**src/common/fpu_pkg.sv**
```systemverilog
package fpu_pkg;

    // Format widths
    localparam int FP32_W = 32;
    localparam int BF16_W = 16;
    localparam int EXP_W  = 8;

    // Canonical positive quiet NaNs
    localparam logic [FP32_W-1:0] FP32_QNAN = 32'h7FC0_0000;
    localparam logic [BF16_W-1:0] BF16_QNAN = 16'h7FC0;

    // Bit positions in flags and FPCSR
    localparam int FLAG_NV = 3;    // Invalid
    localparam int FLAG_OF = 2;    // Overflow
    localparam int FLAG_UF = 1;    // Underflow
    localparam int FLAG_NX = 0;    // Inexact

    // One-bit opcode
    localparam logic OP_WIDEN  = 1'b0;    // BF16 -> FP32
    localparam logic OP_NARROW = 1'b1;    // FP32 -> BF16

    // FP32 operand split into its fields
    typedef struct packed {
        logic                      sign;
        logic [EXP_W-1:0]          exp;
        logic [FP32_W-EXP_W-2:0]   man;    // 23 bits
    } fp32_fields_t;

    // Same word seen as two BF16 halves
    // Only lo carries a widening operand
    typedef struct packed {
        logic [BF16_W-1:0] hi;
        logic [BF16_W-1:0] lo;
    } bf16_pair_t;

    // Operand word, decoded per opcode
    typedef union packed {
        fp32_fields_t fp32;    // Narrowing view
        bf16_pair_t   bf16;    // Widening view
    } operand_u;

    // Request into the unit, 33 bits
    typedef struct packed {
        logic     op;         // OP_WIDEN or OP_NARROW
        operand_u operand;
    } cvt_req_t;

    // Response out of the unit, 36 bits
    // Narrowing results sit zero-extended in the low half
    typedef struct packed {
        logic [FP32_W-1:0] result;
        logic [3:0]        flags;
    } cvt_rsp_t;

endpackage

```
**src/convert/bf16_to_fp32.sv**
```systemverilog
`timescale 1ns/1ps

module bf16_to_fp32 (
    input  logic                        gated_clk,
    input  logic                        reset,
    // Request side
    input  logic                        in_valid_i,
    output logic                        in_ready_o,
    input  logic [fpu_pkg::BF16_W-1:0]  operand_i,    // BF16 operand
    // Response side
    output logic                        out_valid_o,
    input  logic                        out_ready_i,
    output fpu_pkg::cvt_rsp_t           rsp_o
);

    logic              sign;
    logic [7:0]        exp;
    logic [6:0]        man;
    logic              is_nan;
    logic              is_snan;
    logic              in_fire;
    logic              valid_q;
    fpu_pkg::cvt_rsp_t rsp_d;
    fpu_pkg::cvt_rsp_t rsp_q;

    assign sign = operand_i[15];
    assign exp  = operand_i[14:7];
    assign man  = operand_i[6:0];

    assign is_nan  = (exp == 8'hFF) && (man != 7'd0);
    assign is_snan = is_nan && !man[6];    // Quiet bit clear

    // Widening is exact, so only NaNs need care
    always_comb begin
        rsp_d = '0;
        if (is_nan) begin
            rsp_d.result = fpu_pkg::FP32_QNAN;
        end else begin
            rsp_d.result = {sign, exp, man, 16'h0000};    // Zeros, infs, subnormals too
        end
        rsp_d.flags[fpu_pkg::FLAG_NV] = is_snan;
    end

    // Single stage, ready when empty or draining
    assign in_ready_o = !valid_q || out_ready_i;
    assign in_fire    = in_valid_i && in_ready_o;

    always_ff @(posedge gated_clk or negedge reset) begin
        if (!reset) begin
            valid_q <= 1'b0;
        end else if (in_fire) begin
            valid_q <= 1'b1;
        end else if (out_ready_i) begin
            valid_q <= 1'b0;    // Drained, nothing new
        end
    end

    always_ff @(posedge gated_clk) begin
        if (in_fire) rsp_q <= rsp_d;    // Payload only
    end

    assign out_valid_o = valid_q;
    assign rsp_o       = rsp_q;

endmodule

```
**src/convert/fp32_to_bf16.sv**
```systemverilog
`timescale 1ns/1ps

module fp32_to_bf16 (
    input  logic                  gated_clk,
    input  logic                  reset,
    // Request side
    input  logic                  in_valid_i,
    output logic                  in_ready_o,
    input  fpu_pkg::fp32_fields_t operand_i,
    // Response side
    output logic                  out_valid_o,
    input  logic                  out_ready_i,
    output fpu_pkg::cvt_rsp_t     rsp_o
);

    logic [fpu_pkg::BF16_W-1:0] truncated;    // Top 16 bits of the input
    logic [fpu_pkg::BF16_W-1:0] rounded;
    logic [fpu_pkg::EXP_W-1:0]  rnd_exp;
    logic                       guard;
    logic                       sticky;
    logic                       round_up;
    logic                       is_nan;
    logic                       is_snan;
    logic                       is_special;
    logic                       inexact;
    logic                       overflow;
    logic                       underflow;
    logic                       in_fire;
    logic                       valid_q;
    fpu_pkg::cvt_rsp_t          rsp_d;
    fpu_pkg::cvt_rsp_t          rsp_q;

    assign truncated = {operand_i.sign, operand_i.exp, operand_i.man[22:16]};
    assign guard     = operand_i.man[15];       // First dropped bit
    assign sticky    = |operand_i.man[14:0];    // Rest of the dropped bits

    // Nearest-even: up above half, or at half with odd lsb
    assign round_up = guard && (sticky || operand_i.man[16]);

    // Carry out of the mantissa bumps the exponent
    // Largest finite input rounds into infinity this way
    assign rounded = truncated + {15'd0, round_up};
    assign rnd_exp = rounded[14:7];

    assign is_special = (operand_i.exp == 8'hFF);    // Inf or NaN
    assign is_nan     = is_special && (operand_i.man != '0);
    assign is_snan    = is_nan && !operand_i.man[22];

    assign inexact   = !is_special && (guard || sticky);
    assign overflow  = !is_special && (rnd_exp == 8'hFF);
    assign underflow = inexact && (rnd_exp == 8'h00);    // Tiny after rounding

    always_comb begin
        rsp_d = '0;
        if (is_nan) begin
            rsp_d.result = {16'h0000, fpu_pkg::BF16_QNAN};
            rsp_d.flags[fpu_pkg::FLAG_NV] = is_snan;
        end else begin
            // Infinities fall through here unchanged, low bits all zero
            rsp_d.result = {16'h0000, rounded};
            rsp_d.flags[fpu_pkg::FLAG_OF] = overflow;
            rsp_d.flags[fpu_pkg::FLAG_UF] = underflow;
            rsp_d.flags[fpu_pkg::FLAG_NX] = inexact || overflow;
        end
    end

    // Same one-deep stage as the widening side
    assign in_ready_o = !valid_q || out_ready_i;
    assign in_fire    = in_valid_i && in_ready_o;

    always_ff @(posedge gated_clk or negedge reset) begin
        if (!reset) begin
            valid_q <= 1'b0;
        end else if (in_fire) begin
            valid_q <= 1'b1;
        end else if (out_ready_i) begin
            valid_q <= 1'b0;
        end
    end

    always_ff @(posedge gated_clk) begin
        if (in_fire) begin
            rsp_q <= rsp_d;
        end
    end

    assign out_valid_o = valid_q;
    assign rsp_o       = rsp_q;

endmodule

```
**src/rtl/cvt_steer.sv**
```systemverilog
`timescale 1ns/1ps

module cvt_steer (
    input  logic                        gated_clk,
    input  logic                        reset,
    // Outside request
    input  fpu_pkg::cvt_req_t           req_i,
    input  logic                        in_valid_i,
    output logic                        in_ready_o,
    // Outside response
    output logic                        out_valid_o,
    input  logic                        out_ready_i,
    output fpu_pkg::cvt_rsp_t           rsp_o,
    // Sticky status
    input  logic                        fpcsr_clear_i,
    output logic [3:0]                  fpcsr_o,
    // Widening converter
    output logic                        w_valid_o,
    input  logic                        w_ready_i,
    output logic [fpu_pkg::BF16_W-1:0]  w_operand_o,
    input  logic                        w_out_valid_i,
    output logic                        w_out_ready_o,
    input  fpu_pkg::cvt_rsp_t           w_rsp_i,
    // Narrowing converter
    output logic                        n_valid_o,
    input  logic                        n_ready_i,
    output fpu_pkg::fp32_fields_t       n_operand_o,
    input  logic                        n_out_valid_i,
    output logic                        n_out_ready_o,
    input  fpu_pkg::cvt_rsp_t           n_rsp_i
);

    logic sel_w;     // Request targets the widening side
    logic w_busy;    // Widening result held past this edge
    logic n_busy;
    logic out_fire;

    assign sel_w = (req_i.op == fpu_pkg::OP_WIDEN);

    // One union word, two views
    assign w_operand_o = req_i.operand.bf16.lo;
    assign n_operand_o = req_i.operand.fp32;

    // A result counts as busy unless it leaves on this edge
    assign w_busy = w_out_valid_i && !out_ready_i;
    assign n_busy = n_out_valid_i && !out_ready_i;

    // Hold a request while the other side still owns the output
    // Keeps at most one converter valid, so order is preserved
    assign w_valid_o = in_valid_i && sel_w && !n_busy;
    assign n_valid_o = in_valid_i && !sel_w && !w_busy;

    always_comb begin
        if (sel_w) begin
            in_ready_o = w_ready_i && !n_busy;
        end else begin
            in_ready_o = n_ready_i && !w_busy;
        end
    end

    // Only the holder sees the downstream ready
    assign w_out_ready_o = out_ready_i && w_out_valid_i;
    assign n_out_ready_o = out_ready_i && n_out_valid_i;

    // Never both valid, plain mux is enough
    assign out_valid_o = w_out_valid_i || n_out_valid_i;
    assign rsp_o       = n_out_valid_i ? n_rsp_i : w_rsp_i;
    assign out_fire    = out_valid_o && out_ready_i;

    // Sticky flags, clear beats set
    always_ff @(posedge gated_clk or negedge reset) begin
        if (!reset) begin
            fpcsr_o <= 4'd0;
        end else if (fpcsr_clear_i) begin
            fpcsr_o <= 4'd0;
        end else if (out_fire) begin
            fpcsr_o <= fpcsr_o | rsp_o.flags;    // Accumulate on transfer only
        end
    end

endmodule

```
**src/rtl/fpu_convert_top.sv**
```systemverilog
`timescale 1ns/1ps

module fpu_convert_top (
    input  logic              gated_clk,
    input  logic              reset,
    input  fpu_pkg::cvt_req_t req_i,
    input  logic              in_valid_i,
    output logic              in_ready_o,
    output fpu_pkg::cvt_rsp_t rsp_o,
    output logic              out_valid_o,
    input  logic              out_ready_i,
    input  logic              fpcsr_clear_i,
    output logic [3:0]        fpcsr_o
);

    // Widening link
    logic                       w_valid, w_ready, w_out_valid, w_out_ready;
    logic [fpu_pkg::BF16_W-1:0] w_operand;
    fpu_pkg::cvt_rsp_t          w_rsp;

    // Narrowing link
    logic                       n_valid, n_ready, n_out_valid, n_out_ready;
    fpu_pkg::fp32_fields_t      n_operand;
    fpu_pkg::cvt_rsp_t          n_rsp;

    cvt_steer u_steer (
        .gated_clk     (gated_clk),
        .reset         (reset),
        .req_i         (req_i),
        .in_valid_i    (in_valid_i),
        .in_ready_o    (in_ready_o),
        .out_valid_o   (out_valid_o),
        .out_ready_i   (out_ready_i),
        .rsp_o         (rsp_o),
        .fpcsr_clear_i (fpcsr_clear_i),
        .fpcsr_o       (fpcsr_o),
        .w_valid_o     (w_valid),
        .w_ready_i     (w_ready),
        .w_operand_o   (w_operand),
        .w_out_valid_i (w_out_valid),
        .w_out_ready_o (w_out_ready),
        .w_rsp_i       (w_rsp),
        .n_valid_o     (n_valid),
        .n_ready_i     (n_ready),
        .n_operand_o   (n_operand),
        .n_out_valid_i (n_out_valid),
        .n_out_ready_o (n_out_ready),
        .n_rsp_i       (n_rsp)
    );

    bf16_to_fp32 u_widen (
        .gated_clk   (gated_clk),
        .reset       (reset),
        .in_valid_i  (w_valid),
        .in_ready_o  (w_ready),
        .operand_i   (w_operand),
        .out_valid_o (w_out_valid),
        .out_ready_i (w_out_ready),
        .rsp_o       (w_rsp)
    );

    fp32_to_bf16 u_narrow (
        .gated_clk   (gated_clk),
        .reset       (reset),
        .in_valid_i  (n_valid),
        .in_ready_o  (n_ready),
        .operand_i   (n_operand),
        .out_valid_o (n_out_valid),
        .out_ready_i (n_out_ready),
        .rsp_o       (n_rsp)
    );

endmodule

```
**config.mk**
```make
export PLATFORM = sky130hd
export DESIGN_NAME = fpu_convert_top
export DESIGN_NICKNAME = d
export VERILOG_FILES = /design/src/common/fpu_pkg.sv /design/src/convert/bf16_to_fp32.sv /design/src/convert/fp32_to_bf16.sv /design/src/rtl/cvt_steer.sv /design/src/rtl/fpu_convert_top.sv
export SDC_FILE = /design/constraint.sdc
export NUM_CORES = 1
export LEC_CHECK = 0
export ABC_AREA = 1
export BUFFER_PORTS_ARGS = -buffer_cell sky130_fd_sc_hd__clkbuf_2
export CAP_MARGIN = 10
export CORE_MARGIN = 3
export CORE_UTILIZATION = 40
export CTS_CLUSTER_DIAMETER = 30
export DETAILED_ROUTE_END_ITERATION = 12
export GPL_ROUTABILITY_DRIVEN = 0
export PLACE_DENSITY_LB_ADDON = 0.12
export SLEW_MARGIN = 20
export SYNTH_ARGS = -nofsm -noshare
export SYNTH_HDL_FRONTEND = slang
export SYNTH_HIERARCHICAL = 1
export SYNTH_SLANG_ARGS = --single-unit
export TNS_END_PERCENT = 50
```
**constraint.sdc**
```tcl
create_clock -name gated_clk -period 2.7 [get_ports gated_clk]
set_input_delay 0 -clock gated_clk [delete_from_list [all_inputs] [get_ports gated_clk]]
set_output_delay 0 -clock gated_clk [all_outputs]
set_load 0.005 [all_outputs]
```
==> flow_metrics.tcl <==
set metrics [dict create \
    gr-max-usage-layer "met2" \
    netlist_top_cells_area "edfxtp_1 (32%), nand2_1 (21%), buf_4 (19%)" \
    hold_viol_final 0 \
    r2r-end "u_narrow/rsp_o[11]" \
    port_buffers 79 \
    fillCellCount 908 \
    pin_count 80 \
    ir_worst_vdd_uv 216 \
    end_kind "flop" \
    grt_use_met1 0.206 \
    status "complete, no violations" \
    ff2ff_setup_slack_ns 1.24 \
    grt_max_degree 40 \
    critPathMaxStageDelay_ns 0.56 \
    setup-violations-final 0 \
    start_util 0.417 \
    dp.cells 614 \
    crit_buf_inv 3 \
    synth_seq_cells 43 \
    grt-ovfl-total 0 \
    grt_antenna_before_repair 0 \
    place_hpwl_mm 5.49 \
    hp-class "input port to flop" \
    worstPathArrival_ns 1.95 \
    syn2layout_area_growth_pct 5.14 \
    multi_input_area_sq_um 1440 \
    layout_worst_path_cycle_share 0.669 \
    start_kind "input port" \
    synthArstFlopShare 0.140 \
    cts_tree "yes" \
    yosysWarnings 6 \
    die-area_sq_um 9800 \
    intPower_mw 1.35 \
    cts-root-buf "clkbuf_8" \
    grt_pass1_vias 2464 \
    cp-endpoint "u_narrow/rsp_o[19]" \
    fin_worst_skew_ns 0.0116 \
    critPathRequiredTime_ns 2.84 \
    nets 565 \
    clkTransAtPathRegs_ns 0.09 \
    max_freq_mhz 554 \
    fin_crit_ns 1.81 \
    cts_setup_buffers 0 \
    yosys_most_used_dff "edfxtp_1" \
    cts_sinks 43 \
    clk_path_buf_depth 2 \
    routedWlPerCell_um 11.2 \
    reg2reg_from "u_narrow/out_valid_o" \
    yosysUniqueCellTypes 31 \
    n_antenna_cell 0 \
    synth_area_sq_um 3460 \
    p_sw_mw 0.689 \
    path_class "input port to flop" \
    startpoint "req_i[7]" \
    core_area_sq_um 8300 \
    seq_area_sq_um 1260 \
    rows 33 \
    swShare 0.338 \
    cp_slowest_cell "dlygate4sd3_1" \
    avgSynthCellArea_sq_um 7.03 \
    htreeDepth 2 \
    post-synth-top-count-cell "nand2_1" \
    reg2regPathDepth 3 \
    grt_pass1_wl_mm 11.8 \
    pwr-share-comb 0.353 \
    synth_top_area_frac 0.321 \
    numCtsBuffers 5 \
    clockPowerShare 0.243 \
    p_leak_nw 1.95 \
    whs_ns 0.0318 \
    antenna_left 0 \
    grt_util_met2 0.236 \
    instances_no_fill 632 \
    dpl_cell_area_sq_um 3430 \
    crit_chain "dlygate4sd3_1 > clkbuf_2 > nor2_1 > nand2_1 > nor2_1 > nand2_1 > or2_0 > nand2_1 > inv_1 > nor2_1" \
    yosys.area.top_type "edfxtp_1" \
    setup_tns_ns 0 \
    drcViolationCount 0 \
    crit_family "simple AND/OR/NAND/NOR gates" \
    grtUsageTotal 0.149 \
    drt-initial-drc-count 66 \
    drive_gt1_frac 0.211 \
    dr.pass1.iters 4 \
    drv_cap 0 \
    holdCritStartpoint "req_i[30]" \
    vias 2658 \
    crit_cells 10 \
    p_total_mw 2.04 \
    clkLatencyLatePin_ns 0.29 \
    power_density_nw_per_um2 561 \
    stdcell_area_sq_um 3640 \
    routed_via_density 4.21 \
    cp_max_fo 11 \
    die_h_um 99.0 \
    synth_edf_count 37 \
    pwr-share-seq 0.405 \
    ys_seq_area_frac 0.365 \
    die_width_um 99.0 \
    syn_inst 492 \
    met3_usage 0.0297 \
    totalWireLength_mm 7.08 \
    rsz0062_at_grt "no" \
    synth_common_cells "nand2_1 (189), buf_4 (86), nor2_1 (50), inv_1 (43), edfxtp_1 (37)" \
    slew_violations 0 \
]
[cell usage in the layout, fill, tap and decap left out, types with 2 or more instances in the layout]
cell and count:
xnor2_1 2, xor2_1 2, inv_1 43, nand2_2 5, nor3_1 4, nand4_1 4, clkbuf_2 79, nor2_4 4
edfxtp_1 37, dfrtp_1 6, a21oi_1 3, nor2_2 5, nand2_1 189, conb_1 35, clkbuf_8 5, nor2_1 50
or2_2 2, nand3_1 22, dlygate4sd3_1 10, buf_4 4, inv_2 2, clkbuf_1 2
[flip-flops by register name, indices dropped and copies added (netlist names)]
name	flops
u_widen/rsp_o	17
u_narrow/out_valid_o	1
u_steer/fpcsr_o	4
u_narrow/rsp_o	20
u_widen/out_valid_o	1
[how the worst min path moves through the flow]
| stage | slack, ns | endpoint | cells after the start |
|---|---|---|---|
| after floorplan | -0.30 | u_narrow/out_valid_o | 0 |
| after global placement | -0.16 | u_steer/fpcsr_o[3] | 1 |
| after detailed placement | -0.15 | u_steer/fpcsr_o[3] | 1 |
| after CTS | 0.02 | u_narrow/rsp_o[18] | 3 |
| after global routing | 0.03 | u_narrow/rsp_o[18] | 3 |
| final | 0.03 | u_narrow/rsp_o[18] | 3 |
[kinds of logic after synthesis]
| family | count (synthesis) | synth area share |
|---|---|---|
| flip-flops | 43 | 0.365 |
| adder cells (fa/ha/maj) | 1 | 0.00362 |
| AO/OA/AOI/OAI | 8 | 0.0134 |
| buffers and inverters | 144 | 0.255 |
| XOR/XNOR | 4 | 0.0101 |
| AND/OR/NAND/NOR | 290 | 0.351 |
| other | 2 | 0.00217 |
[area by class of cell]
cell class | count | share of cell area
inverters | 45 | 0.0465
repair buffers | 93 | 0.145
clock inverters | 1 | 0.00826
flip-flops and latches | 43 | 0.347
clock buffers | 7 | 0.0210
multi-input cells | 338 | 0.397
well taps | 105 | 0.0361
[power groups by stage]
| stage | combinational, mW | clock (mW) | sequential, mW |
|---|---|---|---|
| global placement | 0.717 | 0 | 0.839 |
| floorplan | 0.527 | 0 | 0.838 |
| global route | 0.839 | 0.531 | 0.832 |
| finish | 0.719 | 0.495 | 0.825 |
| detailed placement | 0.717 | 0 | 0.841 |
| CTS | 0.731 | 0.511 | 0.826 |
[stage by stage]
stage	setup slack (ns)	util
CTS	0.905	0.438
finish	0.894	0.438
detailed placement	1.07	0.413
global placement	1.10	0.413
floorplan	0.642	-
global route	0.641	0.438
[timing repair]
| action | CTS | global route |
|---|---|---|
| hold buffers | 10 | 0 |
| endpoints found under the hold margin | 18 | 0 |
| resized for setup | 0 | 0 |
[worst min-delay path, cell delays in order]
cell and delay, ns:
clkbuf_2 0.09, inv_1 0.06, nand2_1 0.07
[metal layers]
| metal | wire, um | part of all wire | up-vias |
|---|---|---|---|
| li1 | - | - | 1452 |
| met1 | 3460 | 0.49 | 1147 |
| met2 | 3200 | 0.45 | 50 |
| met3 | 316 | 0.045 | 9 |
| met4 | 106 | 0.015 | 0 |
| met5 | 0 | 0 | - |
Power figures use the tool's default switching activity.
